$ cat src/t4io_defines.svh
`ifndef T4IO_DEFINES_SVH
`define T4IO_DEFINES_SVH

// bus widths
`define T4IO_PORT_W       8                  // z80 i/o port address
`define T4IO_DATA_W       8

// hi-res graphics board, four ports from here
// low two address bits pick x, y, data or options
`define T4IO_HIRES_BASE   8'h80

// orchestra-90 left and right channels
`define T4IO_ORCH_L       8'h75
`define T4IO_ORCH_R       8'h79

// interrupt mask on write, status on read
`define T4IO_INT_PORT     8'he0
// read here to drop the rtc interrupt
`define T4IO_RTC_PORT     8'hec

// undecoded ports read back as a floating bus
`define T4IO_IDLE_DATA    8'hff

// pixel memory, 7 bits of x over 8 bits of y
`define T4IO_HIRES_AW     15
`define T4IO_HIRES_DEPTH  (1 << `T4IO_HIRES_AW)

`endif
$ cat src/t4io_bus_pkg.sv
`include "t4io_defines.svh"

package t4io_bus_pkg;

   // wishbone classic request from the host
   typedef struct packed {
      logic [`T4IO_PORT_W-1:0] adr;    // port number
      logic [`T4IO_DATA_W-1:0] dat;    // write data
      logic                    we;
      logic                    cyc;
      logic                    stb;
   } wb_req_t;

   // one-hot, at most one bit set for any port
   typedef struct packed {
      logic hires;      // 80-83
      logic orch_l;     // 75
      logic orch_r;     // 79
      logic int_mask;   // e0, mask write / status read
      logic rtc_clr;    // ec
   } dev_sel_t;

   // decoded transfer, same word fans out to every device
   typedef struct packed {
      dev_sel_t                sel;
      logic [1:0]              sub;     // sub-register within a port group
      logic                    rd;      // one cycle per read transfer
      logic                    wr;      // one cycle per write transfer
      logic [`T4IO_DATA_W-1:0] wdata;
   } io_cmd_t;

endpackage

$ cat src/t4io_orch90.sv
`include "t4io_defines.svh"

module t4io_orch90 (
   input  logic                  z80_clk,
   input  logic                  z80_rst_n,
   input  t4io_bus_pkg::io_cmd_t cmd,
   output logic                  orch_l,
   output logic                  orch_r
);

   // index 0 left, 1 right
   logic [1:0]                   ld;
   logic [1:0][`T4IO_DATA_W-1:0] sample;   // signed samples as written
   logic [1:0][`T4IO_DATA_W:0]   acc;      // carry in the top bit

   assign ld[0] = cmd.wr & cmd.sel.orch_l;
   assign ld[1] = cmd.wr & cmd.sel.orch_r;

   always_ff @(posedge z80_clk or negedge z80_rst_n)
   begin
      if (!z80_rst_n)
      begin
         sample <= '0;
         acc    <= '0;
      end
      else
      begin
         for (int i = 0; i < 2; i++)
         begin
            if (ld[i])
               sample[i] <= cmd.wdata;
            // first order pdm, offset binary input
            acc[i] <= {1'b0, acc[i][`T4IO_DATA_W-1:0]}
                      + {1'b0, ~sample[i][`T4IO_DATA_W-1], sample[i][`T4IO_DATA_W-2:0]};
         end
      end
   end

   assign orch_l = acc[0][`T4IO_DATA_W];  // carry out is the pdm bit
   assign orch_r = acc[1][`T4IO_DATA_W];

endmodule

$ cat config.mk
export PLATFORM = sky130hd
export DESIGN_NAME = t4io_orch90
export DESIGN_NICKNAME = d
export VERILOG_FILES = /design/src/t4io_bus_pkg.sv /design/src/t4io_orch90.sv
export VERILOG_INCLUDE_DIRS = /design/src
export SDC_FILE = /design/constraint.sdc
export NUM_CORES = 1
export LEC_CHECK = 0
export BUFFER_PORTS_ARGS = -buffer_cell sky130_fd_sc_hd__buf_2
export CELL_PAD_IN_SITES_DETAIL_PLACEMENT = 0
export CELL_PAD_IN_SITES_GLOBAL_PLACEMENT = 1
export CORE_AREA = 2 2 63 65
export CTS_BUF_LIST = sky130_fd_sc_hd__clkbuf_4
export CTS_CLUSTER_SIZE = 10
export DETAILED_ROUTE_END_ITERATION = 6
export DIE_AREA = 0 0 65 67
export HOLD_SLACK_MARGIN = 0.12
export PLACE_DENSITY_LB_ADDON = 0.05
export SETUP_SLACK_MARGIN = 0.05
export SLEW_MARGIN = 20
export SYNTH_ARGS = -nofsm -noshare
export SYNTH_HDL_FRONTEND = slang
export SYNTH_SLANG_ARGS = --single-unit
$ cat constraint.sdc
create_clock -name z80_clk -period 2.2 [get_ports z80_clk]
set_clock_uncertainty 0.05 [all_clocks]
set_input_delay 0.22 -clock z80_clk [delete_from_list [all_inputs] [get_ports z80_clk]]
set_output_delay 0.22 -clock z80_clk [all_outputs]
set_load 0.005 [all_outputs]
==> reports/results.tsv <==
metric	value	unit
dp.final_hpwl	1940	um
post_cts_buffers	0	
synth_top_area_cell	dfrtp_1	
timing.final.crit_share	0.892	
die_x	65	um
synth_top_area_frac	0.508	
cts_root_buffer	clkbuf_4	
die_h	67	um
ir_drop	548	uV
relSlewSlack	0.504	
drtAntennaViolNets	0	
fin_cells	211	
grt-ovfl-total	0	
cts_tree	done	
start_kind	register	
netlist_area	1680	sq um
synth_area_leaders	dfrtp_1 51%, ha_1 12%, mux2_2 11%	
cts_num_sinks	34	
rsz0062_at_grt	false	
synthCells	131	
synth-warning-count	0	
antenna_cells	0	
fmaxAchievable	510	MHz
wire_per_inst	12.6	um
die-area	4360	sq um
drtIter0Drc	32	
hold_slack	0.417	ns
cts_resized	0	
cts_htree_levels	2	
finalHoldViolCount	0	
period_minus_slack	1.96	ns
dp_slack	0.225	ns
synth_seq_area_share	0.508	
grt_max_degree	35	
highest_layer	met4	
ys_types	29	
slew_viol_final	0	
hp-class	input pin to async pin	
syn2layout_area_growth	16.8	%
crit_path_end_kind	register	
wl_met2	1300	um
worstPathMaxFanout	2	
fin_util	0.543	
cp.arrival	2.13	ns
drive_gt1_frac	0.258	
met3WireLength	68	um
clock_path_buffers	2	
grt_pass1_vias	1063	
clk_pin_slew_worst_paths	0.11	ns
status	complete, no violations	
place_area	1810	sq um
routed_wl	2670	um
ys_ff_latch	34	
worst_slack	0.237	ns
crit_type	register to register	
drv_cap	0	
boundaryPins	21	
nNetsFinal	199	
vias	1069	
track_usage	0.145	
met1_length	1260	um
via_per_inst	5.07	
worstSkewPairLatency	0.33	ns
antenna_found_initial	0	
regArea	851	sq um
tightest_slew	0.743	ns
reg2reg_depth	6	
syn_nets	168	
final_cell_area	1960	sq um
syn_avg_cell_area	12.8	sq um
numCtsBuffers	5	
p_leak	0.920	nW
drc	0	
multi_input_area	806	sq um
setup_tns	0	ns
fill_cells	342	
rows	22	
core_area	3610	sq um
grt_first_pass_wirelength	4660	um
io_buffer_count	14	
initial_core_util	0.465	
cp.required	2.37	ns
cts_hold_buf	9	
power	2.48	mW
first_pass_iters	4	
gp_congestion	0.760	
dp_cells	194	
power-per-cell-area	1270	nW/um^2
setup_viol	0	
## final timing paths
check                                 startpoint                     to  slack (ns)
setup reg to reg           sample[0]$_DFFE_PN0P_       orch_l$_DFF_PN0_        0.24
hold / removal                         z80_rst_n       acc[7]$_DFF_PN0_        0.42
min in group z80_clk                     cmd[15]  sample[7]$_DFFE_PN0P_        0.42
max in group asynchronous              z80_rst_n      acc[16]$_DFF_PN0_        1.19
hold reg to reg                 acc[9]$_DFF_PN0_       acc[9]$_DFF_PN0_        0.43
setup / recovery           sample[0]$_DFFE_PN0P_       orch_l$_DFF_PN0_        0.24
## cell families after synthesis
kind of cell | Yosys count | share of synthesized area
compound gates | 26 | 0.113
fa+ha+maj | 18 | 0.143
simple gates | 23 | 0.0702
buf+inv | 5 | 0.0112
xor+xnor | 9 | 0.0470
flops | 34 | 0.508
mux | 16 | 0.108
## flip-flops by register name, summed over array words and instances (netlist names)
| name | flops |
|---|---|
| orch_r | 1 |
| sample | 16 |
| orch_l | 1 |
| acc | 16 |
## synth_stat cells (all sizes together)
| cell | n |
|---|---|
| a21o | 5 |
| a21oi | 9 |
| a221oi | 1 |
| a22oi | 1 |
| a2bb2oi | 1 |
| and3 | 1 |
| dfrtp | 34 |
| fa | 2 |
| ha | 16 |
| inv | 5 |
| mux2 | 16 |
| nand2 | 5 |
| nand2b | 2 |
| nand3 | 1 |
| nand3b | 1 |
| nand4 | 1 |
| nor2 | 8 |
| nor3 | 2 |
| o2111a | 1 |
| o211ai | 1 |
| o21a | 3 |
| o21ai | 2 |
| o21bai | 1 |
| o221ai | 1 |
| or3 | 1 |
| or4b | 1 |
| xnor2 | 5 |
| xor2 | 4 |
## layout make-up
cell class                      instances  area share
Inverter                                5     0.00959
Multi-Input combinational cell         92       0.412
Clock buffer                            6      0.0230
Clock inverter                          2     0.00448
Sequential cell                        34       0.435
Tap cell                               48      0.0307
Timing Repair Buffer                   24      0.0857
## power breakdown
| part | internal, mW | total, mW | switching, mW |
|---|---|---|---|
| clock | 0.132 | 0.337 | 0.204 |
| sequential | 0.856 | 0.945 | 0.0894 |
| combinational | 0.599 | 1.20 | 0.597 |
## per-layer routing
layer	vias to the layer above	GRT usage
li1	534	-
met1	522	0.177
met2	9	0.228
met3	4	0.0405
met4	0	0.0878
met5	-	0
## cells in the final DEF, fill, tap and decap left out, drive strengths merged
master	Yosys	routed
fa	2	2
ha	16	16
clkbuf	0	6
buf	0	15
inv	5	5
a21o	5	5
nand2	5	5
a22oi	1	1
o221ai	1	1
or3	1	1
xnor2	5	5
o21bai	1	1
nand3	1	1
a2bb2oi	1	1
dlygate4sd3	0	9
mux2	16	16
a21oi	9	9
xor2	4	4
nor2	8	8
o21a	3	3
nand2b	2	2
nand3b	1	1
clkinv	0	2
o2111a	1	1
dfrtp	34	34
and3	1	1
or4b	1	1
nand4	1	1
o21ai	2	2
nor3	2	2
o211ai	1	1
a221oi	1	1
## worst max-delay path, cell delays in order, from the launching register on
cell and delay, ns:
dfrtp_1 0.40, ha_1 0.23, fa_1 0.40, a21o_1 0.19, a21oi_1 0.22, a2bb2oi_1 0.27, a21oi_1 0.10
(Power assumes the default switching activity.)
