--- config.mk ---
export PLATFORM = sky130hd
export DESIGN_NAME = t4io_port_decode
export DESIGN_NICKNAME = d
export VERILOG_FILES = /design/src/t4io_bus_pkg.sv /design/src/t4io_port_decode.sv
export VERILOG_INCLUDE_DIRS = /design/src
export SDC_FILE = /design/constraint.sdc
export NUM_CORES = 1
export LEC_CHECK = 0
export BUFFER_PORTS_ARGS = -buffer_cell sky130_fd_sc_hd__buf_2
export CAP_MARGIN = 20
export CORE_MARGIN = 1
export CORE_UTILIZATION = 35
export CTS_CLUSTER_SIZE = 20
export DETAILED_ROUTE_END_ITERATION = 8
export PLACE_DENSITY = 0.78
export SYNTH_ARGS = -nofsm -noshare
export SYNTH_HDL_FRONTEND = slang
export SYNTH_SLANG_ARGS = --single-unit
export TNS_END_PERCENT = 1
--- constraint.sdc ---
create_clock -name z80_clk -period 1.3 [get_ports z80_clk]
set_input_delay 0.13 -clock z80_clk [delete_from_list [all_inputs] [get_ports z80_clk]]
set_output_delay 0.13 -clock z80_clk [all_outputs]
set_load 0.01 [all_outputs]
--- src/t4io_defines.svh ---
`ifndef T4IO_DEFINES_SVH
`define T4IO_DEFINES_SVH

// bus widths
`define T4IO_PORT_W       8                  // z80 i/o port address
`define T4IO_DATA_W       8

// hi-res graphics board, four ports from here
// low two address bits pick x, y, data or options
`define T4IO_HIRES_BASE   8'h80

// orchestra-90 left and right channels
`define T4IO_ORCH_L       8'h75
`define T4IO_ORCH_R       8'h79

// interrupt mask on write, status on read
`define T4IO_INT_PORT     8'he0
// read here to drop the rtc interrupt
`define T4IO_RTC_PORT     8'hec

// undecoded ports read back as a floating bus
`define T4IO_IDLE_DATA    8'hff

// pixel memory, 7 bits of x over 8 bits of y
`define T4IO_HIRES_AW     15
`define T4IO_HIRES_DEPTH  (1 << `T4IO_HIRES_AW)

`endif
--- src/t4io_bus_pkg.sv ---
`include "t4io_defines.svh"

package t4io_bus_pkg;

   // wishbone classic request from the host
   typedef struct packed {
      logic [`T4IO_PORT_W-1:0] adr;    // port number
      logic [`T4IO_DATA_W-1:0] dat;    // write data
      logic                    we;
      logic                    cyc;
      logic                    stb;
   } wb_req_t;

   // one-hot, at most one bit set for any port
   typedef struct packed {
      logic hires;      // 80-83
      logic orch_l;     // 75
      logic orch_r;     // 79
      logic int_mask;   // e0, mask write / status read
      logic rtc_clr;    // ec
   } dev_sel_t;

   // decoded transfer, same word fans out to every device
   typedef struct packed {
      dev_sel_t                sel;
      logic [1:0]              sub;     // sub-register within a port group
      logic                    rd;      // one cycle per read transfer
      logic                    wr;      // one cycle per write transfer
      logic [`T4IO_DATA_W-1:0] wdata;
   } io_cmd_t;

endpackage

--- src/t4io_port_decode.sv ---
`include "t4io_defines.svh"

module t4io_port_decode (
   input  logic                    z80_clk,
   input  logic                    z80_rst_n,
   input  t4io_bus_pkg::wb_req_t   wb,
   output logic                    ack,
   output logic [`T4IO_DATA_W-1:0] dat_o,
   output t4io_bus_pkg::io_cmd_t   cmd,
   input  logic [`T4IO_DATA_W-1:0] hires_rdata,
   input  logic [`T4IO_DATA_W-1:0] int_rdata
);

   logic                    req;       // new transfer seen this cycle
   t4io_bus_pkg::dev_sel_t  sel;
   logic [`T4IO_DATA_W-1:0] rd_word;

   // ack low masks the strobe still held during the ack cycle
   assign req = wb.cyc & wb.stb & ~ack;

   // port decode, address only
   always_comb
   begin
      sel          = '0;
      sel.hires    = ({wb.adr[`T4IO_PORT_W-1:2], 2'b00} == `T4IO_HIRES_BASE);
      sel.orch_l   = (wb.adr == `T4IO_ORCH_L);
      sel.orch_r   = (wb.adr == `T4IO_ORCH_R);
      sel.int_mask = (wb.adr == `T4IO_INT_PORT);
      sel.rtc_clr  = (wb.adr == `T4IO_RTC_PORT);
   end

   // command pulses land on the edge that raises ack
   always_comb
   begin
      cmd       = '0;
      cmd.sel   = sel;
      cmd.sub   = wb.adr[1:0];
      cmd.rd    = req & ~wb.we;
      cmd.wr    = req & wb.we;
      cmd.wdata = wb.dat;
   end

   // read word select
   // orchestra ports are write-only and fall through to idle
   always_comb
   begin
      if (sel.hires)
         rd_word = hires_rdata;
      else if (sel.int_mask)
         rd_word = int_rdata;        // status word
      else if (sel.rtc_clr)
         rd_word = '0;
      else
         rd_word = `T4IO_IDLE_DATA;
   end

   always_ff @(posedge z80_clk or negedge z80_rst_n)
   begin
      if (!z80_rst_n)
      begin
         ack   <= 1'b0;
         dat_o <= '0;
      end
      else
      begin
         ack <= req;                 // single cycle, never stalls
         if (cmd.rd)
            dat_o <= rd_word;        // valid alongside ack
      end
   end

   // held strobe must not produce a second ack
   a_ack_single: assert property (@(posedge z80_clk) disable iff (!z80_rst_n)
      ack |=> !ack);

   // ack answers a strobe sampled on the previous edge
   a_ack_after_stb: assert property (@(posedge z80_clk) disable iff (!z80_rst_n)
      $rose(ack) |-> $past(wb.cyc & wb.stb));

endmodule

==> results_dict.tcl <==
set metrics [dict create \
    p_total_mw 0.8271 \
    grt_overflow 0 \
    finalCriticalPeriod_ns 1.277 \
    start_util_pct 39.31 \
    chipHeight_um 46.98 \
    fin_nets 158 \
    portBuffers 46 \
    drc 0 \
    r2r_cells 4 \
    drv_slew 0 \
    pin_count 63 \
    synthCells 76 \
    synth-xor-area-share_pct 2.297 \
    worstSetupPathDepth 5 \
    drive_above_1_share_pct 59.17 \
    dieArea_sq_um 2207 \
    fmax_mhz 783.4 \
    cp_slowest_cell "or3_4" \
    postSynthAreaPerCell_sq_um 9.318 \
    finalClockSkew_ns 0.004027 \
    muxShareOfSynthArea_pct 0 \
    syn_nets 113 \
    gp_congestion 0.7280 \
    clock-sinks 9 \
    path_cells "buf_2 > nand3b_1 > or3_4 > nor3b_1 > buf_2" \
    cp_common_cell "buf_2" \
    pre_cts_ws_ns -0.1847 \
    cp.required_ns 1.17 \
    synth_cell_types 21 \
    ys_ff_latch 9 \
    peakVddDrop_uv 358.4 \
    cts_tree "built" \
    worst-path-max-fanout 2 \
    grt_max_degree 11 \
    relSlewSlack_pct 67.40 \
    endpoint "cmd[14]" \
    drtPass1Iterations 4 \
    path_delay_family "simple AND/OR/NAND/NOR gates" \
    via_per_inst 5.021 \
    cp-start-kind "primary input" \
    cp_data_arrival_time_ns 1.15 \
    synth_area_sq_um 708.2 \
    yosysWarnings 0 \
    grt_pass1_vias 688 \
    grt_usage_pct 18.46 \
    synth_top_family_by_area "simple AND/OR/NAND/NOR gates" \
    worst_pin_slew_ns 0.4872 \
    clk_pin_slew_ns 0.06 \
    r2r_start "ack$_DFF_PN0_" \
    crit_path_end_kind "primary output" \
    p_leak_nw 0.4674 \
    first_iter_violations 9 \
    worst_path_largest_cell_delay_ns 0.40 \
    wirelength_mm 1.833 \
    cap_violations 0 \
    yosys.area_share.adder_pct 0 \
    period_share_pct 98.19 \
    antenna_left 0 \
    startpoint "wb[12]" \
    cts_buffers 3 \
    worst_slack_ns 0.02347 \
    critPathKind "primary input to primary output" \
    powerDensity_nw_per_um2 836.8 \
    synth-compound-area-share_pct 19.79 \
    hp-class "primary input to register" \
    status "completed" \
    diodes 0 \
    h-tree-depth 1 \
    r2r_slack_ns 0.07 \
    clockRootBuffer "clkbuf_4" \
    num_vias 728 \
    synth_simple_gate_area_share_pct 30.21 \
    area_growth_pct 39.58 \
    r2r_end "dat_o[2]$_DFFE_PN0P_" \
    antenna_found_initial 0 \
    setup_violations 0 \
    ys_seq_area_share_pct 31.80 \
    rsz0062_at_grt "yes" \
    routedWlPerCell_um 12.64 \
    crit_buf_inv 2 \
    coreArea_sq_um 1802 \
    hold_viol 0 \
    fp-row-count 15 \
    grt_pass1_wl_mm 2.801 \
    clk-insertion-delay-late_ns 0.26 \
    die_x_um 46.98 \
    post-dp-hpwl_mm 1.403 \
    clockBufferDepth 2 \
]
-- area by class of cell --
cell class,count,area [sq um]
fill,193,813.3
multi-input combinational,50,386.6
timing repair buffer,56,315.3
sequential,9,225.2
tap,25,31.28
clock buffer,4,26.28
inverter,1,3.754
-- worst register-to-register path, cell delays in order, from the launching register on --
cell	delay, ns
dfrtp_1	0.39
nand4bb_1	0.19
buf_6	0.14
buf_4	0.16
o31ai_1	0.26
-- repair_timing --
action                                 in CTS  in global routing
setup endpoints to repair                   2                  7
resized for setup                           2                  4
endpoints found under the hold margin       9                  0
hold buffers                                1                  0
buffers inserted                            2                  0
-- how the worst min path moves through the flow --
stage	from	cells after the start	slack, ns	end
global placement	z80_rst_n	1	-0.01	ack$_DFF_PN0_
floorplan	z80_rst_n	0	-0.17	ack$_DFF_PN0_
finish	wb[0]	3	0.11	ack$_DFF_PN0_
global route	wb[0]	3	0.14	ack$_DFF_PN0_
detailed placement	z80_rst_n	1	-0.007	dat_o[6]$_DFFE_PN0P_
CTS	wb[0]	3	0.10	ack$_DFF_PN0_
-- layout by cell type, fill, tap and decap left out --
| cell type | n |
|---|---|
| o31ai_1 | 8 |
| inv_1 | 1 |
| a2111oi_1 | 8 |
| nand4bb_1 | 1 |
| clkbuf_1 | 1 |
| nor3_2 | 8 |
| buf_4 | 7 |
| nand3b_1 | 1 |
| buf_2 | 46 |
| and2_1 | 1 |
| or3_4 | 1 |
| nor4_1 | 1 |
| clkbuf_4 | 3 |
| nand2_1 | 11 |
| dlygate4sd3_1 | 1 |
| nor3_1 | 1 |
| dfrtp_1 | 9 |
| nor3b_1 | 1 |
| xor2_2 | 1 |
| or3b_4 | 1 |
| or2b_1 | 1 |
| or4_4 | 1 |
| nor2_1 | 3 |
| buf_6 | 2 |
| nor3b_2 | 1 |
-- cell families after synthesis --
| logic type | count (synthesis) |
|---|---|
| DFF | 9 |
| and+or+nand+nor | 33 |
| buffers and inverters | 17 |
| AOI/OAI and AO/OA | 16 |
| xor gates and xnor gates | 1 |
-- sequential cells by signal, summed over array words and instances (netlist names) --
register / count
dat_o: 8
ack: 1
-- metrics by stage --
step / setup TNS (ns) / utilization (%) / cells / instance area (sq um) / hold slack [ns]
after global routing: -0.03449 / 54.86 / 145 / 988.4 / 0.1369
after detailed placement: -1.158 / 50.69 / 138 / 913.4 / -0.006669
after CTS: 0 / 53.96 / 145 / 972.2 / 0.1008
final: 0 / 54.86 / 145 / 988.4 / 0.1130
after global placement: -0.7962 / 50.69 / 138 / 913.4 / -0.01315
after floorplan: 0 / - / 76 / 708.2 / -0.1656
-- cells in the mapped netlist, drive strengths merged --
cell,n,area [sq um]
or4,1,7.510
a2111oi,8,80.08
clkbuf,4,15.01
nor4,1,6.260
nor3,9,85.08
nand2,11,41.29
or3,1,6.260
or3b,1,8.760
dfrtp,9,225.2
and2,1,6.260
inv,1,3.750
o31ai,8,60.06
nor2,3,11.26
nand3b,1,7.510
or2b,1,7.510
nand4bb,1,11.26
xor2,1,16.27
nor3b,2,15.01
buf,12,93.84
-- report_power, final --
part	internal, mW	switching, mW
logic	0.123	0.140
clock network	0.118	0.0935
registers	0.329	0.0238
-- routing by layer --
layer	share of wire, %	GRT usage (%)	routed length (um)	vias up
met2	50	31.39	911	38
met3	6.6	4.231	121	2
met5	0	0	0	-
met4	1.1	10.29	21	0
li1	-	-	-	367
met1	42	21.31	779	321
(Power assumes the default switching activity.)
