[config.mk]
export PLATFORM = sky130hd
export DESIGN_NAME = t4io_int_ctrl
export DESIGN_NICKNAME = d
export VERILOG_FILES = /design/src/t4io_dev_pkg.sv /design/src/t4io_bus_pkg.sv /design/src/t4io_int_ctrl.sv
export VERILOG_INCLUDE_DIRS = /design/src
export SDC_FILE = /design/constraint.sdc
export NUM_CORES = 1
export LEC_CHECK = 0
export BUFFER_PORTS_ARGS = -buffer_cell sky130_fd_sc_hd__buf_2
export CAP_MARGIN = 20
export CELL_PAD_IN_SITES_DETAIL_PLACEMENT = 0
export CELL_PAD_IN_SITES_GLOBAL_PLACEMENT = 1
export CORE_AREA = 2 2 39 41
export DETAILED_ROUTE_END_ITERATION = 8
export DIE_AREA = 0 0 41 43
export PLACE_DENSITY = 0.67
export RECOVER_POWER = 25
export SLEW_MARGIN = 10
export SYNTH_ARGS = -nofsm -noshare
export SYNTH_HDL_FRONTEND = slang
export SYNTH_SLANG_ARGS = --single-unit
[constraint.sdc]
create_clock -name z80_clk -period 1.15 [get_ports z80_clk]
set_input_delay 0.0575 -clock z80_clk [delete_from_list [all_inputs] [get_ports z80_clk]]
set_output_delay 0.0575 -clock z80_clk [all_outputs]
set_load 0.03 [all_outputs]
[src/t4io_defines.svh]
`ifndef T4IO_DEFINES_SVH
`define T4IO_DEFINES_SVH

// bus widths
`define T4IO_PORT_W       8                  // z80 i/o port address
`define T4IO_DATA_W       8

// hi-res graphics board, four ports from here
// low two address bits pick x, y, data or options
`define T4IO_HIRES_BASE   8'h80

// orchestra-90 left and right channels
`define T4IO_ORCH_L       8'h75
`define T4IO_ORCH_R       8'h79

// interrupt mask on write, status on read
`define T4IO_INT_PORT     8'he0
// read here to drop the rtc interrupt
`define T4IO_RTC_PORT     8'hec

// undecoded ports read back as a floating bus
`define T4IO_IDLE_DATA    8'hff

// pixel memory, 7 bits of x over 8 bits of y
`define T4IO_HIRES_AW     15
`define T4IO_HIRES_DEPTH  (1 << `T4IO_HIRES_AW)

`endif
[src/t4io_dev_pkg.sv]
package t4io_dev_pkg;

   // hi-res options register, port 83
   // hold bits are active high, 0 lets x/y step after a data access
   typedef struct packed {
      logic y_wr_hold;     // bit 7
      logic x_wr_hold;
      logic y_rd_hold;
      logic x_rd_hold;
      logic y_dec;         // 1 steps y down
      logic x_dec;         // 1 steps x down
      logic unused;
      logic graphics_on;   // bit 0, kept as a plain register bit
   } hires_opt_t;

   // hi-res sub-registers by low address bits
   typedef enum logic [1:0] {
      hires_x    = 2'd0,
      hires_y    = 2'd1,
      hires_data = 2'd2,
      hires_opt  = 2'd3
   } hires_sub_e;

   // status bit of the rtc interrupt
   // status reads active low, mask is active high
   parameter int INT_RTC_BIT = 2;

endpackage

[src/t4io_bus_pkg.sv]
`include "t4io_defines.svh"

package t4io_bus_pkg;

   // wishbone classic request from the host
   typedef struct packed {
      logic [`T4IO_PORT_W-1:0] adr;    // port number
      logic [`T4IO_DATA_W-1:0] dat;    // write data
      logic                    we;
      logic                    cyc;
      logic                    stb;
   } wb_req_t;

   // one-hot, at most one bit set for any port
   typedef struct packed {
      logic hires;      // 80-83
      logic orch_l;     // 75
      logic orch_r;     // 79
      logic int_mask;   // e0, mask write / status read
      logic rtc_clr;    // ec
   } dev_sel_t;

   // decoded transfer, same word fans out to every device
   typedef struct packed {
      dev_sel_t                sel;
      logic [1:0]              sub;     // sub-register within a port group
      logic                    rd;      // one cycle per read transfer
      logic                    wr;      // one cycle per write transfer
      logic [`T4IO_DATA_W-1:0] wdata;
   } io_cmd_t;

endpackage

[src/t4io_int_ctrl.sv]
`include "t4io_defines.svh"

module t4io_int_ctrl (
   input  logic                    z80_clk,
   input  logic                    z80_rst_n,
   input  t4io_bus_pkg::io_cmd_t   cmd,
   input  logic                    rtc_tick,
   output logic [`T4IO_DATA_W-1:0] rdata,
   output logic                    int_n
);

   logic [`T4IO_DATA_W-1:0] mask;       // 1 enables a source
   logic [1:0]              tick_sync;  // async tick, two flops
   logic                    tick_dly;   // for edge detect
   logic                    tick_rise;
   logic                    rtc_int;
   logic                    rtc_clr;
   logic [`T4IO_DATA_W-1:0] src;        // active high sources

   assign tick_rise = tick_sync[1] & ~tick_dly;
   assign rtc_clr   = cmd.rd & cmd.sel.rtc_clr;

   always_ff @(posedge z80_clk or negedge z80_rst_n)
   begin
      if (!z80_rst_n)
      begin
         mask      <= '0;
         tick_sync <= '0;
         tick_dly  <= 1'b0;
         rtc_int   <= 1'b0;
      end
      else
      begin
         if (cmd.wr & cmd.sel.int_mask)
            mask <= cmd.wdata;
         tick_sync <= {tick_sync[0], rtc_tick};
         tick_dly  <= tick_sync[1];
         if (tick_rise)
            rtc_int <= 1'b1;         // new tick beats a clear
         else if (rtc_clr)
            rtc_int <= 1'b0;
      end
   end

   always_comb
   begin
      src = '0;
      src[t4io_dev_pkg::INT_RTC_BIT] = rtc_int;
   end

   assign rdata = ~src;              // status reads 0 for active
   assign int_n = ~|(src & mask);

   // nothing reaches the host with every source masked
   a_mask_off: assert property (@(posedge z80_clk) disable iff (!z80_rst_n)
      (mask == '0) |-> int_n);

endmodule

==> results of run 1 <==
[registers in the layout, summed over array words and instances (netlist names)]
register   flops
tick_dly       1
mask           1
rtc_int        1
tick_sync      2
[layout make-up]
type / instances / area [sq um] / share of cell area
Sequential cell: 5 / 125.1 / 0.4115
Multi-Input combinational cell: 12 / 61.31 / 0.2016
Clock buffer: 4 / 26.28 / 0.08642
Inverter: 2 / 7.507 / 0.02469
Tap cell: 16 / 20.02 / 0.06584
Timing Repair Buffer: 11 / 63.81 / 0.2099
[cells in the final DEF, fill, tap and decap left out, drive strengths merged]
cell,Yosys,final
buf,7,8
conb,1,7
dfrtp,5,5
clkbuf,0,5
nand2,3,3
inv,2,2
dlygate4sd3,0,2
mux2,1,1
a22o,1,1
[kinds of logic (layout without fill, tap and decap cells)]
logic type             count (synthesis)  count (layout)  share of synthesized area
buffers and inverters                  9              17                     0.2682
DFF                                    5               5                     0.5587
and+or+nand+nor                        3               3                    0.05028
other                                  1               7                    0.01674
AOI/OAI and AO/OA                      1               1                    0.03911
muxes                                  1               1                    0.06702
[final timing paths]
| path | startpoint | end | slack, ns | cells after the start |
|---|---|---|---|---|
| worst max-delay path | mask[2]$_DFFE_PN0P_ | int_n | 0.22 | 2 |
| worst min-delay path | cmd[2] | mask[2]$_DFFE_PN0P_ | 0.05 | 2 |
| worst max register to register | mask[2]$_DFFE_PN0P_ | mask[2]$_DFFE_PN0P_ | 0.40 | 1 |
| worst min register to register | tick_sync[0]$_DFF_PN0_ | tick_sync[1]$_DFF_PN0_ | 0.34 | 0 |
| max in group asynchronous | z80_rst_n | mask[2]$_DFFE_PN0P_ | 0.74 | 2 |
| min in group asynchronous | z80_rst_n | tick_dly$_DFF_PN0_ | 0.20 | 2 |
[routing by layer]
metal  track usage  up-vias  routed length [um]  share of wire
met2       0.04375       14                  96           0.30
met4       0.06000        0                   6          0.019
met3       0.06283        2                  73           0.23
li1              -       74                   -              -
met5             0        -                   0              0
met1       0.04918       63                 141           0.44
[stage by stage]
stage	hold slack, ns	cells	utilization	instance area [sq um]
after floorplan	-0.2381	26	-	246.5
after global placement	-0.1252	44	0.1872	259.0
after detailed placement	-0.1245	44	0.1872	259.0
after CTS	0.03892	50	0.2206	305.3
after global routing	0.04133	50	0.2197	304.0
final	0.04760	50	0.2197	304.0
[power by group]
group	total [W]	switching [W]	internal, W
registers	0.000199	0.00000816	0.000191
logic	0.0000942	0.0000634	0.0000308
clock network	0.000202	0.0000711	0.000131
[repair_timing]
| item | 4_1_cts | 5_1_grt |
|---|---|---|
| hold endpoints to repair | 6 | 0 |
| endpoints found under the setup margin | 0 | 0 |
| hold buffers | 2 | 0 |
==> flow_metrics.env, run 1 <==
export IMPL_hold_violations=0
export IMPL_synth_area_leaders="dfrtp_1, buf_4, mux2_4"
export IMPL_ant_nets=0
export IMPL_cp_arrival_ns=0.88
export IMPL_fmax_ghz=1.071
export IMPL_setup_slack_ns=0.2167
export IMPL_grt_max_degree=6
export IMPL_ir_drop_v=0.0007461
export IMPL_cts_tree="yes"
export IMPL_fin_crit_sh=0.8116
export IMPL_p_leak_nw=0.1676
export IMPL_maxCapViolations=0
export IMPL_dr_pass1_iters=1
export IMPL_synth_cells=20
export IMPL_grtUsageTotal=0.05051
export IMPL_clk_pin_slew_ns=0.04
export IMPL_drtIter0Drc=0
export IMPL_finClkSkew_ns=0.001505
export IMPL_start_kind="flop"
export IMPL_numCtsBuffers=3
export IMPL_root_buffer="clkbuf_4"
export IMPL_grt_ovfl_total=0
export IMPL_die_area_sq_um=1763
export IMPL_initial_utilization=0.1618
export IMPL_pin_count=29
export IMPL_cp_cell_sequence="nand2_1 > buf_2"
export IMPL_post_cts_buffers=0
export IMPL_drive_gt1_frac=0.3529
export IMPL_row_count=14
export IMPL_dp_hpwl_um=236.6
export IMPL_end_kind="output port"
export IMPL_finalSetupViolations=0
export IMPL_synth_area_leader_cell="dfrtp_1"
export IMPL_port_buffers=9
export IMPL_totalWireLength_um=317
export IMPL_async_flop_share=1.000
export IMPL_total_power_w=0.0004959
export IMPL_drt_wirelength_per_cell_um=6.340
export IMPL_core_area_sq_um=1384
export IMPL_n_fill_cell=155
export IMPL_fin_tns_setup_ns=0
export IMPL_vias_per_cell=3.060
export IMPL_syn_area_per_cell_sq_um=11.20
export IMPL_cp_slowest_stage_delay_ns=0.38
export IMPL_synth_cell_types=7
export IMPL_synth_most_common_cell="buf_4"
export IMPL_ys_seq_area_frac=0.5587
export IMPL_path_max_fanout=2
export IMPL_vias=153
export IMPL_path_class="flop to output port"
export IMPL_nets=55
export IMPL_clock_sinks=5
export IMPL_finalWeightedCongestion=0.5110
export IMPL_chipHeight_um=43
export IMPL_finalCriticalPeriod_ns=0.9333
export IMPL_syn_area_sq_um=224.0
export IMPL_yosysWarnings=0
export IMPL_area_delta_synth_final_pct=35.75
export IMPL_slowest_stage="dfrtp_1"
export IMPL_synth_edf_count=0
export IMPL_ys_ff_latch=5
export IMPL_status="completed"
export IMPL_pre_cts_ws_ns=0.4016
export IMPL_die_width_um=41
export IMPL_ys_top_cells_by_count="buf_4, dfrtp_1, nand2_1, inv_1"
export IMPL_synthFlopType="dfrtp_1"
export IMPL_grt_pass1_vias=122
export IMPL_synth_top_area_share=0.5587
export IMPL_drv_slew=0
export IMPL_cp_top_family="flip-flops"
export IMPL_n_antenna_cell=0
export IMPL_cts_resized=0
export IMPL_worstSkewPairLatency_ns=0.24
export IMPL_critPathBufInv=1
export IMPL_grt_pass1_wl_um=483
export IMPL_htreeDepth=1
export IMPL_antenna_found_initial=0
export IMPL_grt_setup_unrepaired="no"
export IMPL_p_per_area_nw_per_um2=1631
export IMPL_remaining_drc_errors=0
export IMPL_clockBufferDepth=2
export IMPL_required_ns=1.09
export IMPL_hold_path_class="input pin to flop"
Power figures use the tool's default switching activity.
==> run 2: changes to the inputs <==
--- a/config.mk
+++ b/config.mk
@@ -6,14 +6,15 @@
 export SDC_FILE = /design/constraint.sdc
 export NUM_CORES = 1
 export LEC_CHECK = 0
+export ABC_AREA = 1
 export BUFFER_PORTS_ARGS = -buffer_cell sky130_fd_sc_hd__buf_2
 export CAP_MARGIN = 20
 export CELL_PAD_IN_SITES_DETAIL_PLACEMENT = 0
 export CELL_PAD_IN_SITES_GLOBAL_PLACEMENT = 1
-export CORE_AREA = 2 2 39 41
+export CORE_MARGIN = 2
+export CORE_UTILIZATION = 15
 export DETAILED_ROUTE_END_ITERATION = 8
-export DIE_AREA = 0 0 41 43
-export PLACE_DENSITY = 0.67
+export PLACE_DENSITY = 0.65
 export RECOVER_POWER = 25
 export SLEW_MARGIN = 10
 export SYNTH_ARGS = -nofsm -noshare
==> constraint.sdc (replaced) <==
create_clock -name z80_clk -period 0.85 [get_ports z80_clk]
set_input_delay 0.0425 -clock z80_clk [delete_from_list [all_inputs] [get_ports z80_clk]]
set_output_delay 0.0425 -clock z80_clk [all_outputs]
set_load 0.03 [all_outputs]
==> flow_metrics.env, run 2 <==
export IMPL_antenna_found_initial=0
export IMPL_r2r_end="rtc_int$_DFFE_PN0P_"
export IMPL_combPwrFrac=0.197
export IMPL_n_fill_cell=160
export IMPL_ant_nets=0
export IMPL_pin_count=29
export IMPL_ff2ff_path_depth=2
export IMPL_ir_drop_v=0.0007002
export IMPL_path_class="flop to output port"
export IMPL_dr_pass1_iters=2
export IMPL_hold_violations=0
export IMPL_worstSkewPairLatency_ns=0.25
export IMPL_synth_top_area_share=0.5587
export IMPL_finClkSkew_ns=0.01019
export IMPL_ys_seq_area_frac=0.5587
export IMPL_hold_slack_ns=0.03857
export IMPL_htreeDepth=1
export IMPL_cp_depth=2
export IMPL_clkPwrFrac=0.413
export IMPL_cp_cell_sequence="nand2_1 > buf_6"
export IMPL_maxCapViolations=0
export IMPL_p_leak_nw=0.1765
export IMPL_ys_ff_latch=5
export IMPL_synth_cell_types=6
export IMPL_required_ns=0.81
export IMPL_synth_most_common_cell="nand2_1"
export IMPL_die_area_sq_um=1818
export IMPL_p_int_w=0.0004808
export IMPL_port_buffers=9
export IMPL_die_width_um=42.64
export IMPL_grt_setup_unrepaired="yes"
export IMPL_finalCriticalPeriod_ns=0.8801
export IMPL_finalSetupViolations=2
export IMPL_totalWireLength_um=358
export IMPL_hold_path_class="input pin to flop"
export IMPL_grt_max_degree=6
export IMPL_synthFlopType="dfrtp_1"
export IMPL_synth_area_leaders="dfrtp_1, buf_4, nand2_1"
export IMPL_area_delta_synth_final_pct=40.78
export IMPL_dp_hpwl_um=275.4
export IMPL_seqPwrFrac=0.390
export IMPL_fin_crit_sh=1.035
export IMPL_n_antenna_cell=0
export IMPL_vias=166
export IMPL_chipHeight_um=42.64
export IMPL_syn_area_per_cell_sq_um=9.332
export IMPL_vias_per_cell=3.132
export IMPL_cts_tree="yes"
export IMPL_largest_reg_flops=2
export IMPL_violations="negative setup slack"
export IMPL_ff2ff_setup_slack_ns=0.24
export IMPL_setup_slack_ns=-0.03006
export IMPL_core_area_sq_um=1350
export IMPL_cp_top_family="flip-flops"
export IMPL_async_flop_share=1.000
export IMPL_fin_tns_setup_ns=-0.05352
export IMPL_syn_area_sq_um=224.0
export IMPL_finalNonFillerCells=53
export IMPL_clock_sinks=5
export IMPL_path_max_fanout=3
export IMPL_grtUsageTotal=0.04842
export IMPL_nets=59
export IMPL_start_kind="flop"
export IMPL_remaining_drc_errors=0
export IMPL_switching_share=0.2974
export IMPL_drt_wirelength_per_cell_um=6.755
export IMPL_most_common_layout_cells="nand2_1, conb_1, buf_2"
export IMPL_cp_slowest_stage_delay_ns=0.38
export IMPL_drive_gt1_frac=0.2895
export IMPL_p_per_area_nw_per_um2=2171
export IMPL_reg2reg_from="rtc_int$_DFFE_PN0P_"
export IMPL_root_buffer="clkbuf_4"
export IMPL_slowest_stage="dfrtp_1"
export IMPL_numCtsBuffers=3
export IMPL_critPathBufInv=1
export IMPL_max_flop_register="tick_sync"
export IMPL_post_cts_buffers=0
export IMPL_clk_pin_slew_ns=0.05
export IMPL_p_switching_w=0.0002036
export IMPL_drv_slew=0
export IMPL_fmax_ghz=1.136
export IMPL_startpoint="rtc_int$_DFFE_PN0P_"
export IMPL_row_count=13
export IMPL_synth_area_leader_cell="dfrtp_1"
export IMPL_status="finished, violations left"
export IMPL_ys_top_cells_by_count="nand2_1, buf_4, dfrtp_1, inv_1"
export IMPL_synth_cells=24
export IMPL_cp_arrival_ns=0.84
export IMPL_drtIter0Drc=2
export IMPL_yosysWarnings=0
export IMPL_initial_utilization=0.1659
export IMPL_synth_edf_count=0
export IMPL_placed_cells=47
export IMPL_crit_end="int_n"
export IMPL_grt_ovfl_total=0
export IMPL_layout_commonest_cell="nand2_1"
export IMPL_clockBufferDepth=2
export IMPL_finalWeightedCongestion=0.6008
export IMPL_grt_pass1_wl_um=538
export IMPL_end_kind="output port"
export IMPL_grt_pass1_vias=130
run 2: through the flow:
step / total power, W / setup slack [ns] / utilization / cell area, sq um
floorplan: 0.0003735 / 0.2216 / - / 246.5
global placement: 0.0003828 / 0.1846 / 0.1909 / 257.7
detailed placement: 0.0003844 / 0.1860 / 0.1909 / 257.7
CTS: 0.0007033 / -0.04860 / 0.2345 / 316.6
global route: 0.0007361 / -0.08901 / 0.2336 / 315.3
finish: 0.0006844 / -0.03006 / 0.2336 / 315.3
run 2: tightest hold or removal path, stage by stage:
cell and delay (ns):
buf_2 0.08, nand3_1 0.06, nand2_1 0.06
run 2: cells by family after synthesis:
| logic type | synth area share |
|---|---|
| flip-flops | 0.5587 |
| AND/OR/NAND/NOR | 0.1564 |
| other | 0.01674 |
| buffers and inverters | 0.2682 |
run 2: what timing repair did:
action / in CTS / in global routing
endpoints found under the hold margin: 6 / 0
cloned: 0 / 0
gates resized for setup: 4 / 0
endpoints found under the setup margin: 2 / 2
hold buffers: 2 / 0
run 2: how the worst min path moves through the flow:
stage,from,endpoint,slack (ns),depth (start not counted)
final,cmd[13],mask[2]$_DFFE_PN0P_,0.04,3
after global routing,cmd[2],mask[2]$_DFFE_PN0P_,0.04,3
after CTS,cmd[2],mask[2]$_DFFE_PN0P_,0.03,3
after detailed placement,z80_rst_n,tick_dly$_DFF_PN0_,-0.14,1
after global placement,z80_rst_n,tick_sync[1]$_DFF_PN0_,-0.14,1
after floorplan,z80_rst_n,mask[2]$_DFFE_PN0P_,-0.25,0
run 2: power by group through the flow:
| stage | logic (W) | clock network [W] | registers [W] |
|---|---|---|---|
| 4_1_cts | 0.000137 | 0.000300 | 0.000267 |
| 6_report | 0.000135 | 0.000283 | 0.000267 |
| 3_5_place_dp | 0.000114 | 0 | 0.000271 |
| 5_1_grt | 0.000144 | 0.000323 | 0.000269 |
| 2_1_floorplan | 0.000105 | 0 | 0.000268 |
| 3_3_place_gp | 0.000112 | 0 | 0.000271 |
run 2: final cells by class:
type	count	area (sq um)	share of cell area
sequential	5	125.1	0.3968
timing repair buffer	11	76.32	0.2421
inverter	2	7.507	0.02381
tap	15	18.77	0.05952
multi-input combinational	16	61.31	0.1944
clock buffer	4	26.28	0.08333
run 2: routing by layer:
| layer | part of all wire | vias up | global-route usage | routed length, um |
|---|---|---|---|---|
| met5 | 0 | - | 0 | 0 |
| met4 | 0 | 0 | 0.01875 | 0 |
| met3 | 0.19 | 0 | 0.07759 | 68 |
| met2 | 0.37 | 15 | 0.04545 | 133 |
| met1 | 0.44 | 66 | 0.04948 | 156 |
| li1 | - | 85 | - | - |
==> run 3: changes to the inputs <==
--- a/config.mk
+++ b/config.mk
@@ -14,6 +14,7 @@
 export CORE_MARGIN = 2
 export CORE_UTILIZATION = 15
 export DETAILED_ROUTE_END_ITERATION = 8
+export GPL_TIMING_DRIVEN = 0
 export PLACE_DENSITY = 0.65
 export RECOVER_POWER = 25
 export SLEW_MARGIN = 10
==> flow_metrics.env, run 3 (synthesis results as in run 2) <==
export IMPL_nets=66
export IMPL_p_leak_nw=0.2056
export IMPL_finalWeightedCongestion=0.6034
export IMPL_ff2ff_path_depth=2
export IMPL_drt_wirelength_per_cell_um=6.267
export IMPL_finClkSkew_ns=0.004135
export IMPL_fin_crit_sh=1.030
export IMPL_violations="negative setup slack"
export IMPL_setup_slack_ns=-0.02564
export IMPL_grt_pass1_vias=166
export IMPL_port_buffers=9
export IMPL_status="finished, violations left"
export IMPL_max_flop_register="tick_sync"
export IMPL_cts_tree="yes"
export IMPL_drive_gt1_frac=0.4000
export IMPL_layout_commonest_cell="nand2_1"
export IMPL_final_core_util=0.2725
export IMPL_pin_count=29
export IMPL_maxCapViolations=0
export IMPL_numCtsBuffers=3
export IMPL_most_common_layout_cells="nand2_1, buf_4, conb_1"
export IMPL_min_path_cells=3
export IMPL_end_kind="output port"
export IMPL_area_delta_synth_final_pct=64.25
export IMPL_cp_arrival_ns=0.83
export IMPL_initial_utilization=0.1659
export IMPL_grtUsageTotal=0.05207
export IMPL_root_buffer="clkbuf_4"
export IMPL_htreeDepth=1
export IMPL_antenna_found_initial=0
export IMPL_cp_cell_sequence="nand2_1 > buf_6"
export IMPL_slowest_stage="dfrtp_1"
export IMPL_path_class="flop to output port"
export IMPL_start_kind="flop"
export IMPL_chipHeight_um=42.64
export IMPL_placed_cells=54
export IMPL_clock_sinks=5
export IMPL_post_cts_buffers=0
export IMPL_core_area_sq_um=1350
export IMPL_grt_setup_unrepaired="yes"
export IMPL_die_width_um=42.64
export IMPL_p_per_area_nw_per_um2=1901
export IMPL_vias_per_cell=3.083
export IMPL_die_area_sq_um=1818
export IMPL_dr_pass1_iters=1
export IMPL_largest_reg_flops=2
export IMPL_drtIter0Drc=0
export IMPL_remaining_drc_errors=0
export IMPL_grt_pass1_wl_um=655
export IMPL_hold_path_class="input pin to flop"
export IMPL_cp_slowest_stage_delay_ns=0.39
export IMPL_totalWireLength_um=376
export IMPL_grt_max_degree=6
export IMPL_clk_pin_slew_ns=0.04
export IMPL_row_count=13
export IMPL_hold_violations=0
export IMPL_ant_nets=0
export IMPL_vias=185
export IMPL_grt_ovfl_total=0
export IMPL_finalCriticalPeriod_ns=0.8756
export IMPL_clockBufferDepth=2
export IMPL_required_ns=0.81
export IMPL_ir_drop_v=0.0007624
export IMPL_fmax_ghz=1.142
export IMPL_n_antenna_cell=0
export IMPL_path_max_fanout=3
export IMPL_worstSkewPairLatency_ns=0.24
export IMPL_drv_slew=0
export IMPL_finalNonFillerCells=60
export IMPL_finalSetupViolations=2
run 3: layer usage:
layer  share of wire  vias up  track usage
met1            0.40       74      0.04724
met4               0        0      0.01875
li1                -       97            -
met5               0        -            0
met2            0.41       14      0.07576
met3            0.18        0      0.05603
run 3: path summary, 6_finish.rpt:
kind	startpoint	end	slack [ns]
min reg2reg	tick_sync[0]$_DFF_PN0_	tick_sync[1]$_DFF_PN0_	0.35
max in group asynchronous	z80_rst_n	mask[2]$_DFFE_PN0P_	0.45
max	rtc_int$_DFFE_PN0P_	int_n	-0.03
max reg2reg	rtc_int$_DFFE_PN0P_	rtc_int$_DFFE_PN0P_	0.24
min	cmd[13]	mask[2]$_DFFE_PN0P_	0.04
min in group asynchronous	z80_rst_n	tick_dly$_DFF_PN0_	0.18
run 3: area by class of cell:
type	instances	area, sq um
multi-input cells	16	61.31
clock buffers	4	26.28
flip-flops and latches	5	125.1
repair buffers	11	76.32
fillers	156	982.2
inverters	2	7.507
plain buffers	7	52.55
well taps	15	18.77
run 3: per-stage QoR:
step | power [W] | setup TNS [ns] | cell area [sq um] | hold slack [ns] | setup WS, ns
after floorplan | 0.0003735 | 0 | 246.5 | -0.2531 | 0.2216
after global placement | 0.0004077 | 0 | 310.3 | -0.1419 | 0.1854
after detailed placement | 0.0004095 | 0 | 310.3 | -0.1384 | 0.1890
after CTS | 0.0007168 | -0.07223 | 369.1 | 0.03170 | -0.04144
after global routing | 0.0007522 | -0.1522 | 367.9 | 0.04718 | -0.07944
final | 0.0006993 | -0.04136 | 367.9 | 0.03949 | -0.02564
run 3: timing repair:
action	4_1_cts	5_1_grt
endpoints found under the setup margin	2	2
hold endpoints to repair	6	0
resized for setup	4	0
hold buffers	2	0
run 3: critical path, delay by kind of cell, from the launching register on:
family | cells | cell delay [ns]
flip-flops | 1 | 0.39
buffers and inverters | 1 | 0.13
AND/OR/NAND/NOR | 1 | 0.08
run 3: where the power goes:
group          internal [W]  switching (W)
Sequential         0.000258      0.0000102
Clock              0.000177      0.0000940
Combinational     0.0000670      0.0000931
